### src/logic/kulisch_defs.svh
`ifndef KULISCH_DEFS_SVH
`define KULISCH_DEFS_SVH

// Integer and fraction bits of the Kulisch accumulator word
`define ACC_NON_FRAC 16
`define ACC_FRAC 16

// The accumulator is a plain two's complement word of both parts together
`define ACC_WIDTH (`ACC_NON_FRAC + `ACC_FRAC)

// Operands are Q4.4 signed fixed point
`define OPERAND_WIDTH 8
`define OPERAND_FRAC 4

// Set to zero to remove the overflow tracking logic from the adder
`define OVERFLOW_DETECTION 1

// This operand encoding stands for infinity rather than a number
`define INF_PATTERN 8'h80

// Width of the Wishbone data bus
`define BUS_WIDTH 32

`endif

### src/logic/kulischPkg.sv
package kulischPkg;

  // Word addresses of the register file as seen from the bus
  typedef enum logic [1:0] {
    // Operand a in the low byte and operand b in the next byte
    REG_OPERAND = 2'd0,
    // Bit 0 written as one clears the sum and every flag
    REG_CONTROL = 2'd1,
    // Raw accumulator bits in Q16.16
    REG_SUM     = 2'd2,
    // Packed flags at the positions below
    REG_STATUS  = 2'd3
  } regAddr_t;

  // Set once an infinity operand has been accumulated
  localparam int STATUS_INF = 0;

  // Sticky flag for a sum that left the accumulator range
  localparam int STATUS_OVERFLOW = 1;

  // Direction of that overflow, one meaning negative
  localparam int STATUS_OVERFLOW_SIGN = 2;

endpackage

### src/logic/kulischIf.sv
`timescale 1ns/1ns
`include "kulisch_defs.svh"

// One Kulisch accumulator word together with its special-state flags
interface kulischIf;

  // The word holds an infinity and the bits carry no meaning
  logic isInf;

  // The true value left the accumulator range at some point
  logic isOverflow;

  // High when that overflow went past the negative limit
  logic overflowSign;

  // Fixed-point value in two's complement
  logic [`ACC_WIDTH-1:0] bits;

  // Consumers of a word
  modport inputIf(input isInf, input isOverflow, input overflowSign, input bits);

  // The block that produces a word
  modport outputIf(output isInf, output isOverflow, output overflowSign, output bits);

endinterface

### src/logic/kulischAccumulatorAdd.sv
`timescale 1ns/1ns
`include "kulisch_defs.svh"

// Adds two accumulator words and carries the overflow state of a ahead of b
module kulischAccumulatorAdd (
  kulischIf.inputIf a,
  kulischIf.inputIf b,
  kulischIf.outputIf out
);

  logic [`ACC_WIDTH-1:0] sumBits;
  logic overflow;
  logic overflowSign;

  // The bits always wrap and the flags record what was lost
  assign sumBits = a.bits + b.bits;

  generate
    if (`OVERFLOW_DETECTION != 0) begin : genOverflow
      logic isNegA;
      logic isNegB;
      logic isNegSum;
      logic sumWraps;
      logic inputsOverflow;

      always_comb begin
        isNegA = a.bits[`ACC_WIDTH-1];
        isNegB = b.bits[`ACC_WIDTH-1];
        isNegSum = sumBits[`ACC_WIDTH-1];

        // Two values of one sign can only leave the range by flipping that sign
        sumWraps = (isNegA == isNegB) && (isNegSum != isNegA);

        // An overflowed input poisons the result no matter what the bits say
        inputsOverflow = a.isOverflow || b.isOverflow;
        overflow = inputsOverflow || sumWraps;

        // The state word arrives on a so its direction is kept first
        if (a.isOverflow) begin
          overflowSign = a.overflowSign;
        end else if (b.isOverflow) begin
          overflowSign = b.overflowSign;
        end else begin
          // A fresh wrap points the way both inputs were heading
          overflowSign = sumWraps && isNegA;
        end
      end
    end else begin : genNoOverflow
      // Without tracking the accumulator simply wraps silently
      assign overflow = 1'b0;
      assign overflowSign = 1'b0;
    end
  endgenerate

  // Infinity on either side wins over any finite value
  assign out.isInf = a.isInf | b.isInf;
  assign out.isOverflow = overflow;
  assign out.overflowSign = overflowSign;
  assign out.bits = sumBits;

endmodule

### src/logic/fixedProductToKulisch.sv
`timescale 1ns/1ns
`include "kulisch_defs.svh"

// Exact product of two Q4.4 operands placed into a Q16.16 accumulator word
module fixedProductToKulisch (
  input  logic [`OPERAND_WIDTH-1:0] opA,
  input  logic [`OPERAND_WIDTH-1:0] opB,
  kulischIf.outputIf out
);

  // A full-width product needs no rounding at all
  localparam int PRODUCT_WIDTH = 2 * `OPERAND_WIDTH;

  // The product has twice the operand fraction bits and must move up to the
  // accumulator's binary point
  localparam int ALIGN_SHIFT = `ACC_FRAC - 2 * `OPERAND_FRAC;

  logic signed [PRODUCT_WIDTH-1:0] product;
  logic [`ACC_WIDTH-1:0] extended;
  logic anyInf;

  // Q8.8 result, which holds even the largest magnitude of -8 times -8
  assign product = $signed(opA) * $signed(opB);

  // Sign extension keeps the value while widening to the accumulator
  assign extended = {{(`ACC_WIDTH - PRODUCT_WIDTH){product[PRODUCT_WIDTH-1]}}, product};

  // The infinity encoding is checked on the raw operands
  assign anyInf = (opA == `INF_PATTERN) || (opB == `INF_PATTERN);

  always_comb begin
    out.isInf = anyInf;

    // The shift only drops sign copies since the product has 8 integer bits
    // and the accumulator has 16
    if (anyInf) begin
      out.bits = '0;
    end else begin
      out.bits = extended << ALIGN_SHIFT;
    end

    // A single product can never leave the accumulator range
    out.isOverflow = 1'b0;
    out.overflowSign = 1'b0;
  end

endmodule

### src/logic/kulischAccumulatorUnit.sv
`timescale 1ns/1ns
`include "kulisch_defs.svh"

// Running sum of operand products held in one Kulisch accumulator register
module kulischAccumulatorUnit (
  input  logic clk,
  input  logic rstN,
  input  logic accumulate,
  input  logic clear,
  input  logic [`OPERAND_WIDTH-1:0] opA,
  input  logic [`OPERAND_WIDTH-1:0] opB,
  output logic [`ACC_WIDTH-1:0] sum,
  output logic isInf,
  output logic isOverflow,
  output logic overflowSign
);

  // Current state, the new product and their sum
  kulischIf accState();
  kulischIf prodWord();
  kulischIf sumWord();

  logic stateInf;
  logic stateOverflow;
  logic stateOverflowSign;
  logic [`ACC_WIDTH-1:0] stateBits;

  fixedProductToKulisch productConv (
    .opA(opA),
    .opB(opB),
    .out(prodWord.outputIf)
  );

  // State goes in as a so its sticky overflow direction survives
  kulischAccumulatorAdd accAdd (
    .a(accState.inputIf),
    .b(prodWord.inputIf),
    .out(sumWord.outputIf)
  );

  // Clear takes priority when both strobes arrive together
  always_ff @(posedge clk or negedge rstN) begin
    if (!rstN) begin
      stateInf <= 1'b0;
      stateOverflow <= 1'b0;
      stateOverflowSign <= 1'b0;
      stateBits <= '0;
    end else if (clear) begin
      stateInf <= 1'b0;
      stateOverflow <= 1'b0;
      stateOverflowSign <= 1'b0;
      stateBits <= '0;
    end else if (accumulate) begin
      stateInf <= sumWord.isInf;
      stateOverflow <= sumWord.isOverflow;
      stateOverflowSign <= sumWord.overflowSign;
      stateBits <= sumWord.bits;
    end
  end

  assign accState.isInf = stateInf;
  assign accState.isOverflow = stateOverflow;
  assign accState.overflowSign = stateOverflowSign;
  assign accState.bits = stateBits;

  // The register file reads the state as it stands after the last update
  assign sum = accState.bits;
  assign isInf = accState.isInf;
  assign isOverflow = accState.isOverflow;
  assign overflowSign = accState.overflowSign;

endmodule

### src/logic/kulischWishboneSlave.sv
`timescale 1ns/1ns
`include "kulisch_defs.svh"

// Wishbone classic register file in front of the accumulator unit
module kulischWishboneSlave (
  input  logic clk,
  input  logic rstN,
  input  logic cyc,
  input  logic stb,
  input  logic we,
  input  logic [1:0] adr,
  input  logic [`BUS_WIDTH-1:0] datIn,
  output logic [`BUS_WIDTH-1:0] datOut,
  output logic ack,
  output logic accumulate,
  output logic clear,
  output logic [`OPERAND_WIDTH-1:0] opA,
  output logic [`OPERAND_WIDTH-1:0] opB,
  input  logic [`ACC_WIDTH-1:0] sum,
  input  logic isInf,
  input  logic isOverflow,
  input  logic overflowSign
);
  import kulischPkg::*;

  regAddr_t addr;
  logic request;
  logic reqSeen;
  logic commit;
  logic waitLow;
  logic [`BUS_WIDTH-1:0] statusWord;
  logic [`BUS_WIDTH-1:0] operandWord;
  logic [`BUS_WIDTH-1:0] readData;

  assign addr = regAddr_t'(adr);
  assign request = cyc && stb;

  // The transfer completes on the edge after the request was first seen,
  // provided the master is still asking
  assign commit = reqSeen && request;

  always_ff @(posedge clk or negedge rstN) begin
    if (!rstN) begin
      reqSeen <= 1'b0;
      ack <= 1'b0;
      waitLow <= 1'b0;
      accumulate <= 1'b0;
      clear <= 1'b0;
    end else begin
      // A new request is only taken once stb has dropped after the last one
      reqSeen <= request && !reqSeen && !waitLow;
      ack <= commit;
      if (reqSeen) begin
        waitLow <= 1'b1;
      end else if (!stb) begin
        waitLow <= 1'b0;
      end

      // One-cycle strobes to the unit, which updates on the following edge
      accumulate <= commit && we && (addr == REG_OPERAND);
      clear <= commit && we && (addr == REG_CONTROL) && datIn[0];
    end
  end

  // Operand pair and read data are captured on the edge that completes the transfer
  always_ff @(posedge clk) begin
    if (commit && we && (addr == REG_OPERAND)) begin
      opA <= datIn[`OPERAND_WIDTH-1:0];
      opB <= datIn[2*`OPERAND_WIDTH-1:`OPERAND_WIDTH];
    end
    if (commit) begin
      datOut <= readData;
    end
  end

  always_comb begin
    statusWord = '0;
    statusWord[STATUS_INF] = isInf;
    statusWord[STATUS_OVERFLOW] = isOverflow;
    statusWord[STATUS_OVERFLOW_SIGN] = overflowSign;

    // Operands read back in the same layout they were written
    operandWord = {{(`BUS_WIDTH - 2 * `OPERAND_WIDTH){1'b0}}, opB, opA};

    case (addr)
      REG_OPERAND: readData = operandWord;
      REG_SUM:     readData = sum;
      REG_STATUS:  readData = statusWord;
      // The control register is write-only
      default:     readData = '0;
    endcase
  end

endmodule

### src/logic/kulischMacTop.sv
`timescale 1ns/1ns
`include "kulisch_defs.svh"

// Memory-mapped multiply-accumulate unit on a Wishbone classic slave port
module kulischMacTop (
  input  logic clk,
  input  logic rstN,
  input  logic cyc,
  input  logic stb,
  input  logic we,
  input  logic [1:0] adr,
  input  logic [`BUS_WIDTH-1:0] datIn,
  output logic [`BUS_WIDTH-1:0] datOut,
  output logic ack
);

  // Strobes and operands from the register file
  logic accumulate;
  logic clear;
  logic [`OPERAND_WIDTH-1:0] opA;
  logic [`OPERAND_WIDTH-1:0] opB;

  // Accumulator state back to the register file
  logic [`ACC_WIDTH-1:0] sum;
  logic isInf;
  logic isOverflow;
  logic overflowSign;

  kulischWishboneSlave busSlave (
    .clk(clk),
    .rstN(rstN),
    .cyc(cyc),
    .stb(stb),
    .we(we),
    .adr(adr),
    .datIn(datIn),
    .datOut(datOut),
    .ack(ack),
    .accumulate(accumulate),
    .clear(clear),
    .opA(opA),
    .opB(opB),
    .sum(sum),
    .isInf(isInf),
    .isOverflow(isOverflow),
    .overflowSign(overflowSign)
  );

  kulischAccumulatorUnit accUnit (
    .clk(clk),
    .rstN(rstN),
    .accumulate(accumulate),
    .clear(clear),
    .opA(opA),
    .opB(opB),
    .sum(sum),
    .isInf(isInf),
    .isOverflow(isOverflow),
    .overflowSign(overflowSign)
  );

endmodule

### config.mk
export PLATFORM = sky130hd
export DESIGN_NAME = kulischMacTop
export DESIGN_NICKNAME = d
export VERILOG_FILES = /design/src/logic/kulischPkg.sv /design/src/logic/kulischIf.sv /design/src/logic/kulischAccumulatorAdd.sv /design/src/logic/fixedProductToKulisch.sv /design/src/logic/kulischAccumulatorUnit.sv /design/src/logic/kulischWishboneSlave.sv /design/src/logic/kulischMacTop.sv
export VERILOG_INCLUDE_DIRS = /design/src /design/src/logic
export SDC_FILE = /design/constraint.sdc
export NUM_CORES = 1
export LEC_CHECK = 0
export CORE_ASPECT_RATIO = 1.1
export CORE_MARGIN = 3
export CORE_UTILIZATION = 40
export CTS_BUF_LIST = sky130_fd_sc_hd__clkbuf_8
export CTS_CLUSTER_DIAMETER = 200
export DETAILED_ROUTE_END_ITERATION = 16
export DONT_BUFFER_PORTS = 1
export GPL_ROUTABILITY_DRIVEN = 0
export MAX_ROUTING_LAYER = met4
export PLACE_DENSITY = 0.61
export SKIP_LAST_GASP = 1
export SYNTH_ARGS = -nofsm -noshare
export SYNTH_HDL_FRONTEND = slang
export SYNTH_SLANG_ARGS = --single-unit
### constraint.sdc
create_clock -name clk -period 6.54 [get_ports clk]
set_input_delay 1.308 -clock clk [delete_from_list [all_inputs] [get_ports clk]]
set_output_delay 1.308 -clock clk [all_outputs]
set_load 0.02 [all_outputs]
======== Yosys cells after proc, flatten, opt, wreduce, memory -nomap -nowiden ========
Index checks and enable logic that the tools add are counted.
cells by class
  add/sub/neg operators ................... 1
  multipliers ............................. 1
  $lt $le $gt $ge ......................... 0
  divide/modulo/power cells ............... 0
  multiplexer cells ....................... 13
  equality and inequality tests ........... 9
  reductions and logical operators ........ 17
  shifts and indexed selects .............. 0
  bitwise logic cells ..................... 1
operators by type and width
  cell                                                                      count
  32-bit two-way mux                                                        3
  32-bit case mux with 3 select lines                                       1
  32-bit adder                                                              1
  8-bit equality test (second input constant)                               2
  8-bit by 8-bit multiplier with 16-bit output                              1
  1-bit logical AND                                                         10
  1-bit two-way mux                                                         9
  2-bit equality test (second input constant)                               2
  2-bit by 1-bit equality test with 1-bit output (second input constant)    1
  1-bit zero test                                                           2
  2-bit zero test                                                           1
  1-bit logical OR                                                          2
  2-bit by 1-bit inequality test with 1-bit output (second input constant)  1
  2-bit inequality test (second input constant)                             1
  2-bit AND reduction                                                       1
  2-bit nonzero test                                                        1
  1-bit equality test                                                       1
  1-bit inequality test                                                     1
  1-bit OR                                                                  1
word-level totals
  input port bits ......................... 39
  ROM bits ................................ 0
  latch bits .............................. 0
  bits in writable memories ............... 0
  output and inout port bits .............. 33
  flip-flop bits (word level) ............. 88
  memories ................................ 0

======== Longest topological paths before layout ========
Gate-level depths: netlist (run 1).
  depth in word-level cells ............... 10
  gate-level depth with buffers ........... 27
  mapped depth without buffers ............ 26

======== Hierarchy ========
From an unflattened synthesis (run 1), not the netlist that was laid out.
unflattened totals
  cells, all modules ...................... 804
  area, all modules ....................... 8079.0 sq um
by module, submodules not included
  module                  sequential area each (sq um)  area an instance (sq um)  cells an instance  times used
  fixedProductToKulisch   0.0                           2837.7                    332                1
  kulischWishboneSlave    1566.5                        2008.2                    117                1
  kulischAccumulatorAdd   0.0                           1785.5                    242                1
  kulischAccumulatorUnit  875.8                         1447.6                    113                1

======== Worst setup path before layout (run 1) ========
No wires, ideal clock.
  kind .................................... reg-to-reg
  start point ............................. register busSlave.opB[4]
  end point ............................... register accUnit.stateBits[31] (netlist: accUnit.sum[31])
  library setup time ...................... 0.125 ns
  arrival ................................. 6.065 ns
  stages on the path, launching flop included .. 27
  buffers on the path ..................... 1
  clock period less this slack ............ 6.190 ns
  path slack .............................. 0.350 ns
  cells stage by stage .................... edfxtp_1 -> clkbuf_1 -> and2_1 -> fa_1 -> inv_1 -> fa_1 -> inv_1 -> fa_1 -> inv_1 -> fa_1 -> inv_1 -> ha_1 -> a21o_1 -> a21o_2 -> a21oi_1 -> o21a_1 -> xnor2_1 -> nor2_1 -> ha_1 -> a21o_1 -> a21o_1 -> a22oi_1 -> nand4_1 -> a21o_1 -> o21ai_0 -> o2bb2ai_1 -> mux2_2
on the way
  cells in the longest elaborated chain, start to end .. 6
  elaborated cells on any way between the ends .. 7
  classes of those cells .................. add/sub: 1; mul: 1; eq/ne: 1; mux: 3; reduce/logical: 1
RTL lines
  what                                                                                                  RTL line                      RTL
  start: declaration                                                                                    kulischWishboneSlave.sv:18    output logic [`OPERAND_WIDTH-1:0] opB,
  start signal: assignment                                                                              kulischWishboneSlave.sv:69    opB <= datIn[2*`OPERAND_WIDTH-1:`OPERAND_WIDTH];
  parallel branches: the longest is 2 deep, another holds 8-bit by 8-bit multiplier with 16-bit output  n/a
  32-bit two-way mux *                                                                                  fixedProductToKulisch.sv:36   if (anyInf) begin
  32-bit adder *                                                                                        kulischAccumulatorAdd.sv:16   assign sumBits = a.bits + b.bits;
  32-bit two-way mux *                                                                                  kulischAccumulatorUnit.sv:53  end else if (accumulate) begin
  32-bit two-way mux *                                                                                  kulischAccumulatorUnit.sv:48  end else if (clear) begin
  end signal: assignment                                                                                kulischAccumulatorUnit.sv:57  stateBits <= sumWord.bits;
  end: declaration                                                                                      kulischAccumulatorUnit.sv:26  logic [`ACC_WIDTH-1:0] stateBits;
Mark *: on every way between the ends. The select of a mux whose other input is x is not followed.
A chain may end at the register's enable or synchronous reset.

======== Worst setup path after layout (run 1) ========
  start point ............................. register busSlave.opB[1]
  end point ............................... register accUnit.stateBits[31] (netlist: accUnit.sum[31])
Same word-level chain as after synthesis.

==> run metrics, run 1 <==
status finished, final reports clean; initial DRC count 208; Vias 4959; crit share post-route 96.3%; crit path launch type flip-flop; grt total ovfl 0; FP Rows 49; Synth area leader edfxtp_1; H-tree depth 3; die area 0.0186 sq mm; Routed wire per std cell 15.9 microns; CTS tree built; nets@finish 867; DR DRC count 0; Max Slew Vio Count 0; ys flop type edfxtp_1; syn avg cell area 10.0 sq um; Fin Setup TNS 0 ns; critical path class flip-flop to flip-flop; starting density of the core 41.3%; Final Skew 0.0153 ns; vias per cell 5.31; FFs w/ async S/R, synth 40.0%; port bufs 0; CP max FO 7; post-cts hold buffer count 0; clock-pin transition on the worst setup and hold timing paths 0.08 ns; die span in y 143 microns; # IOs 72; Final setup viols 0; initial antenna violation count 0; sequential share of power 45.7%; CTS Buf Count 9; final wirelength 14900 microns; layout cells sized above 1 14.8%; Sw Share 29.6%; worst skew pair latency 0.37 ns; Hold Path Class flip-flop to flip-flop; Synth top area share 21.2%; area grow syn2layout 13.0%; Power Density 169 mW/mm^2; Ys Warns 0; Post-Syn Area 0.00681 sq mm; layout filler cell count 1545; P_int 0.915 mW; Seq/Total Area, Yosys 32.9%; combinational share of power 25.3%; Slew headroom 23.4%; Critical Path AT 6.55 ns; first-pass GRT wire length 25100 microns; minimum clock period 6.30 ns; remaining antenna violation count 0; pin count of the biggest net entering global routing 39; Worst EP required 6.79 ns; vias in the first global route 5272; HPWL after DPL 11500 microns; P_sw 0.385 mW; Root Driver clkbuf_8; Syn Inst Count 679; worst slew pin tran 1.15 ns; RSZ-0062 raised after global routing no; Die Wd 130 microns; crit path capture type flip-flop; core box area 0.0165 sq mm; Max Cap Viol 0; clk buf depth 2; Fin. Hold Viols 0; post-synthesis register bit count 80; hold slack 0.438 ns; DR pass1 iterations 4; syn_nets 821; post-synth cell types 60; Clk pwr share 29.0%; Area contributors post-synth edfxtp_1 (21%), fa_1 (16%), dfrtp_1 (12%), ha_1 (8.6%), and2_1 (6.3%); number of synthesized flops with an enable pin 48; CTS sink cnt 80; f_max 159 MHz; GRT Util Overall 17.6%; maximum vdd drop 83.7 uV; ANT cells 0; static leakage 3.53 nW
## worst max-delay path, cell delays in order, from the launching register on
cell       delay (ns)
edfxtp_1         0.53
and2_1           0.23
fa_1             0.48
inv_1            0.05
fa_1             0.49
inv_1            0.05
fa_1             0.50
inv_1            0.06
fa_1             0.53
inv_1            0.07
ha_4             0.25
a21o_1           0.17
a21o_2           0.22
a21oi_2          0.15
o21a_1           0.17
xnor2_1          0.12
nor2_1           0.07
ha_1             0.37
a21o_1           0.19
a21o_1           0.19
a22oi_2          0.21
nand4_1          0.17
a21o_1           0.24
o21ai_2          0.17
o2bb2ai_1        0.14
mux2_2           0.35
## synthesized netlist by cell type (10+ instances only)
library cell,number
nor2b_1,15
and3_1,10
dfrtp_1,32
nor2_1,52
a211oi_1,11
inv_1,93
nand2_1,29
xnor2_1,19
clkbuf_1,17
ha_1,47
mux2i_1,17
nor3_1,15
a21oi_1,26
a21o_1,14
edfxtp_1,48
o21ai_0,15
and2_1,69
fa_1,56
## layer usage
| layer | global-route usage [%] | share of wire (%) | vias to the layer above |
|---|---|---|---|
| met5 | - | 0 | - |
| met4 | 5.96 | 1.5 | 0 |
| met3 | 3.11 | 4.1 | 14 |
| met2 | 29.5 | 51 | 107 |
| met1 | 21.4 | 44 | 2464 |
| li1 | - | - | 2374 |
## layout by cell type, fill, tap and decap left out, types with 11 or more instances in the layout
cell type / instances
buf_4: 56
ha_1: 44
edfxtp_1: 48
a21o_1: 14
nor3_1: 13
xnor2_1: 19
nor2b_1: 14
nor2_1: 52
fa_1: 54
a21oi_1: 24
mux2i_1: 17
nand2_1: 29
dfrtp_1: 32
clkbuf_8: 11
inv_1: 94
and2_1: 69
a211oi_1: 11
## cell families after synthesis
group	after synthesis	synth area share (%)
simple gates	225	17.6
buf+inv	115	6.51
compound gates	108	11.1
fa+ha+maj	103	25.1
flops	80	32.9
xor+xnor	24	3.09
mux	24	3.66
## flip-flops by register name, indices dropped and copies added (netlist names)
name                  cells
busSlave.reqSeen          1
busSlave.opA              8
busSlave.waitLow          1
busSlave.clear            1
accUnit.sum              24
busSlave.accumulate       1
accUnit.isInf             1
accUnit.isOverflow        1
busSlave.ack              1
busSlave.datOut          32
busSlave.opB              8
accUnit.overflowSign      1
## stage by stage
stage / utilization [%] / power (mW) / worst slack, ns / cell area [sq um] / instances
after floorplan: - / 0.826 / 0.350 / 6810 / 679
after global placement: 44.1 / 0.903 / 0.148 / 7280 / 902
after detailed placement: 44.1 / 0.914 / 0.0186 / 7280 / 902
after CTS: 45.5 / 1.30 / 0.00440 / 7500 / 921
after global routing: 46.6 / 1.38 / 0.0109 / 7690 / 934
final: 46.6 / 1.30 / 0.243 / 7690 / 934
## power by group through the flow
stage	clock network [mW]	registers, mW	logic (mW)
2_1_floorplan	0	0.592	0.234
3_3_place_gp	0	0.603	0.300
3_5_place_dp	0	0.605	0.309
4_1_cts	0.391	0.594	0.312
5_1_grt	0.408	0.598	0.370
6_report	0.377	0.594	0.329
## repair_timing
action	CTS	global route
pin swaps	0	18
endpoints found under the setup margin	2	11
resized for setup	1	24
setup buffers	3	13
## layout make-up
cell class,instances,area [sq um],area share (%)
Timing Repair Buffer,57,432,5.61
Clock buffer,11,151,1.97
Tap cell,204,255,3.32
Sequential cell,80,2240,29.2
Clock inverter,5,48.8,0.634
Inverter,93,349,4.54
Multi-Input combinational cell,484,4210,54.8
## path summary, 6_finish.rpt
check                                      start          endpoint  slack, ns  cells past startpoint
worst min-delay path            busSlave.waitLow  busSlave.reqSeen       0.44                      1
max in group asynchronous                   rstN   accUnit.sum[20]       5.83                      0
worst max-delay path             busSlave.opB[1]   accUnit.sum[31]       0.24                     25
min in group asynchronous                   rstN   accUnit.sum[28]       0.62                      0
worst min register to register  busSlave.waitLow  busSlave.reqSeen       0.44                      1
worst max register to register   busSlave.opB[1]   accUnit.sum[31]       0.24                     25
(Power assumes the default switching activity.)
==> run 2, diff against run 1 <==
- ABC_AREA: not set -> 1
==> run 2 against run 1 <==
Clock power is 21% higher; sequential power decreased by 2%; sequential share of layout area grew 1.4 points; hold slack lost 0.0051 ns; core utilization shrank 2.1 points; clock skew is 0.00064 ns higher; setup slack gained 0.24 ns; synthesized area is 0.17% lower; routed wire length is 3.6% lower; total power is 0.62% lower; non-clock buffer count decreased by 34.
==> run metrics, run 2 <==
area grow syn2layout 8.12%; HPWL after DPL 11200 microns; initial antenna violation count 1; Synth top area share 21.2%; Synth area leader edfxtp_1; Max stage delay on crit path 0.63 ns; pin count of the biggest net entering global routing 33; GRT Util Overall 17.5%; post-cts hold buffer count 0; Max Cap Viol 0; Syn Inst Count 830; Critical Path AT 6.32 ns; clock-pin transition on the worst setup and hold timing paths 0.10 ns; Final setup viols 0; critical path class flip-flop to flip-flop; Crit path max-delay family adder cells; CTS sink cnt 80; Vias 5045; status finished, final reports clean; f_max 165 MHz; grt total ovfl 0; Slew headroom 39.2%; starting density of the core 41.2%; Area contributors post-synth edfxtp_1 (21%), fa_1 (17%), inv_1 (12%), dfrtp_1 (12%), nand2_1 (9.0%); FP Rows 49; number of synthesized flops with an enable pin 48; post-synth cell types 42; H-tree depth 3; Die Wd 130 microns; DR pass1 iterations 5; crit path capture type flip-flop; Routed wire per std cell 13.7 microns; Fin. Hold Viols 0; Critical path buffers and inverters 8; vias in the first global route 5216; Worst path most repeated cell inv_1; Finished Cell Area 0.00735 sq mm; CTS Buf Count 9; Largest register FFs 32; # IOs 72; Worst EP required 6.80 ns; Root Driver clkbuf_8; syn_nets 972; layout cells sized above 1 7.70%; ys flop type edfxtp_1; core box area 0.0165 sq mm; Final Skew 0.0160 ns; remaining antenna violation count 0; crit path launch type flip-flop; Commonest cells post-synth inv_1 (225), nand2_1 (163), nor2_1 (58), fa_1 (56), edfxtp_1 (48); post-synthesis register bit count 80; Power Density 176 mW/mm^2; Fin Setup TNS 0 ns; die span in y 143 microns; CTS tree built; worst skew pair latency 0.37 ns; clk buf depth 2; commonest non-fill, non-tap cell in the layout inv_1; port bufs 0; die area 0.0186 sq mm; first-pass GRT wire length 25100 microns; vias per cell 4.81; CP max stage cell fa_1; crit share post-route 92.7%; count leader, synth inv_1; Total Power 1.29 mW; FFs w/ async S/R, synth 40.0%; Reg with most FFs busSlave.datOut; worst slew pin tran 0.910 ns; most frequent cells in the layout inv_1 (224), nand2_1 (163), nor2_1 (57); dpl cell area 0.00703 sq mm; Seq/Total Area, Yosys 33.0%; nets@finish 982; RSZ-0062 raised after global routing no; Post-Syn Area 0.00679 sq mm; Ys Warns 0; initial DRC count 367; final wirelength 14300 microns; syn avg cell area 8.19 sq um; minimum clock period 6.06 ns; CP max FO 7; static leakage 3.94 nW; DR DRC count 0; Hold Path Class flip-flop to flip-flop; Max Slew Vio Count 0; maximum vdd drop 115 uV
## run 2: cell count changes in the layout (fill, tap and decap cells not counted), sizes merged, moves of 17 or more
cell / delta
nand2: +147
xnor2: -17
mux2i: -17
buf: -34
inv: +133
o22ai: +19
and2: -69
o21ai: +22
## run 2: kinds of logic after synthesis
group | Yosys count | synth area share [%]
compound gates | 110 | 9.17
xor+xnor | 5 | 0.645
fa+ha+maj | 103 | 25.2
buf+inv | 251 | 14.4
flops | 80 | 33.0
simple gates | 281 | 17.6
## run 2: through the flow
step	worst slack [ns]	utilization [%]	hold slack, ns	std cells
floorplan	0.966	-	0.407	830
global route	0.00650	44.5	0.436	1049
global placement	0.431	42.6	0.414	1023
detailed placement	0.384	42.6	0.422	1023
CTS	0.355	44.1	0.430	1038
finish	0.480	44.5	0.433	1049
## run 2: worst register-to-register path: cells and delay by family (launching register included)
family | cells | cell delay [ns]
AND/OR/NAND/NOR | 12 | 1.23
buffers and inverters | 8 | 0.75
flip-flops | 1 | 0.52
AO/OA/AOI/OAI | 3 | 0.57
adder cells (fa/ha/maj) | 6 | 2.90
## run 2: power breakdown
part | internal (mW) | leakage (nW) | switching [mW]
logic | 0.0920 | 2.95 | 0.161
registers | 0.563 | 0.876 | 0.0216
clock network | 0.254 | 0.116 | 0.201
total | 0.909 | 3.94 | 0.384
## run 2: repair_timing
action	in CTS	in global routing
hold endpoints to repair	0	0
setup buffers	0	10
endpoints found under the setup margin	0	10
resized for setup	0	2
## run 2: worst paths after layout
| check | startpoint | end | slack, ns | cells after the start |
|---|---|---|---|---|
| max in group asynchronous | rstN | accUnit.sum[10] | 5.82 | 0 |
| worst min register to register | busSlave.waitLow | busSlave.reqSeen | 0.43 | 1 |
| worst max register to register | busSlave.opA[7] | accUnit.isOverflow | 0.48 | 29 |
| worst max-delay path | busSlave.opA[7] | accUnit.isOverflow | 0.48 | 29 |
| min in group asynchronous | rstN | accUnit.sum[29] | 0.62 | 0 |
| worst min-delay path | busSlave.waitLow | busSlave.reqSeen | 0.43 | 1 |
## run 2: cell type report
| class | count | area [sq um] |
|---|---|---|
| Antenna cell | 1 | 2.50 |
| Multi-Input combinational cell | 499 | 3580 |
| Tap cell | 204 | 255 |
| Sequential cell | 80 | 2240 |
| Clock inverter | 6 | 115 |
| Clock buffer | 9 | 124 |
| Inverter | 227 | 852 |
| Timing Repair Buffer | 23 | 173 |
| Fill cell | 1591 | 9150 |
## run 2: routing by layer
layer,share of wire [%],track usage [%],up-vias
met2,49,29.0,93
met4,1.8,4.65,0
met3,4.5,3.25,16
met1,44,22.0,2371
met5,0,-,-
li1,-,-,2565
==> run 3, diff against run 2 <==
- CORE_ASPECT_RATIO: 1.1 -> not set
==> run 3 against run 2 <==
Maximum frequency shrank 0.93%; critical path depth fell by 2; sequential cell count stayed put; die area barely moved; first-iteration DRC count down 5.7%; largest cell class unchanged.
==> run metrics, run 3 (synthesis gave the netlist of run 2 again) <==
Largest register FFs 32; H-tree depth 3; combinational share of power 20.7%; crit share post-route 93.5%; vias per cell 4.74; # IOs 72; maximum vdd drop 78.7 uV; Routed wire per std cell 13.7 microns; die area 0.0186 sq mm; Clk pwr share 31.5%; grt total ovfl 0; final wirelength 14700 microns; crit path capture type flip-flop; most frequent cells in the layout inv_1 (225), nand2_1 (163), nor2_1 (57); Slew headroom 37.0%; worst skew pair latency 0.36 ns; Root Driver clkbuf_8; initial DRC count 346; f_max 163 MHz; CTS tree built; die span in y 136 microns; sequential share of power 47.8%; P_sw 0.387 mW; HPWL after DPL 11300 microns; layout cells sized above 1 8.67%; starting density of the core 41.0%; Worst EP required 6.79 ns; Hold Path Class flip-flop to flip-flop; nets@finish 991; Critical Path AT 6.37 ns; Final Skew 0.0151 ns; area grow syn2layout 8.84%; FP Rows 47; clk buf depth 2; pin count of the biggest net entering global routing 33; Fin. Hold Viols 0; fin util 44.6%; commonest non-fill, non-tap cell in the layout inv_1; vias in the first global route 5098; remaining antenna violation count 0; DR pass1 iterations 4; worst slew pin tran 0.943 ns; CTS Buf Count 9; Sw Share 31.7%; static leakage 3.96 nW; core box area 0.0166 sq mm; Vias 5089; Power Density 165 mW/mm^2; Max Cap Viol 0; initial antenna violation count 0; Max Slew Vio Count 0; minimum clock period 6.12 ns; post-cts hold buffer count 0; DR DRC count 0; CP max FO 7; first-pass GRT wire length 24800 microns; P_int 0.835 mW; Final setup viols 0; Die Wd 136 microns; ANT cells 0; CTS sink cnt 80; critical path class flip-flop to flip-flop; clock-pin transition on the worst setup and hold timing paths 0.09 ns; status finished, final reports clean; layout filler cell count 1655; crit path launch type flip-flop; hold slack 0.440 ns; GRT Util Overall 17.3%; Reg with most FFs busSlave.datOut; port bufs 0
-- run 3: cell count changes in the layout (fill, tap and decap cells not counted), sizes merged --
| cell | previous run | this run |
|---|---|---|
| buf | 23 | 32 |
| bufinv | 3 | 1 |
| clkinv | 0 | 2 |
| clkinvlp | 1 | 2 |
| diode | 1 | 0 |
-- run 3: path summary, 6_finish.rpt --
| path | slack, ns | to | start | cells after the start |
|---|---|---|---|---|
| setup / recovery | 0.42 | accUnit.isOverflow | busSlave.opA[7] | 27 |
| hold / removal | 0.44 | busSlave.reqSeen | busSlave.reqSeen | 1 |
| setup reg to reg | 0.42 | accUnit.isOverflow | busSlave.opA[7] | 27 |
| hold reg to reg | 0.44 | busSlave.reqSeen | busSlave.reqSeen | 1 |
| max in group asynchronous | 5.82 | accUnit.sum[8] | rstN | 0 |
| min in group asynchronous | 0.63 | accUnit.sum[21] | rstN | 0 |
-- run 3: power by group through the flow --
stage / clock network [mW] / logic, mW / registers [mW]
after floorplan: 0 / 0.201 / 0.590
after global placement: 0 / 0.247 / 0.596
after detailed placement: 0 / 0.249 / 0.596
after CTS: 0.398 / 0.251 / 0.585
after global routing: 0.417 / 0.294 / 0.588
final: 0.385 / 0.253 / 0.585
-- run 3: metrics by stage --
step / setup TNS [ns] / total power [mW] / cells / setup slack [ns] / instance area [sq um]
3_5_place_dp: 0 / 0.845 / 1036 / 0.406 / 7030
5_1_grt: -0.00384 / 1.30 / 1074 / -0.00384 / 7390
4_1_cts: 0 / 1.23 / 1052 / 0.382 / 7230
6_report: 0 / 1.22 / 1074 / 0.423 / 7390
2_1_floorplan: 0 / 0.792 / 830 / 0.966 / 6790
3_3_place_gp: 0 / 0.843 / 1036 / 0.460 / 7030
-- run 3: what timing repair did --
action / in CTS / in global routing
setup buffers: 0 / 22
endpoints found under the setup margin: 0 / 10
gates resized for setup: 0 / 2
-- run 3: layout make-up --
| class | count | area, sq um | area share, % |
|---|---|---|---|
| Multi-Input combinational cell | 499 | 3580 | 48.4 |
| Sequential cell | 80 | 2240 | 30.3 |
| Inverter | 227 | 852 | 11.5 |
| Tap cell | 220 | 275 | 3.72 |
| Timing Repair Buffer | 32 | 240 | 3.25 |
| Clock buffer | 9 | 124 | 1.68 |
| Clock inverter | 7 | 78.8 | 1.07 |
-- run 3: critical path, cell delays in order (launching register included) --
cell and delay [ns]:
edfxtp_1 0.46, buf_4 0.19, nand2_1 0.10, inv_1 0.09, fa_1 0.58, inv_1 0.17, fa_1 0.59, fa_1 0.46
fa_1 0.56, inv_1 0.05, ha_1 0.34, nand2_1 0.09, nand2_1 0.06, a21oi_1 0.15, nand2_1 0.07, nor2_1 0.15
nand3_2 0.21, nand3_4 0.21, inv_2 0.12, ha_1 0.35, a21oi_1 0.26, inv_1 0.08, nand2_1 0.07, nand2_1 0.04
a21oi_1 0.24, nand3_1 0.15, nand3_1 0.12, o21ai_2 0.05
-- run 3: metal layers --
metal | global-route usage, % | part of all wire (%)
met1 | 22.5 | 46
met2 | 28.3 | 48
met4 | 4.20 | 0.80
met5 | - | 0
met3 | 3.11 | 4.9
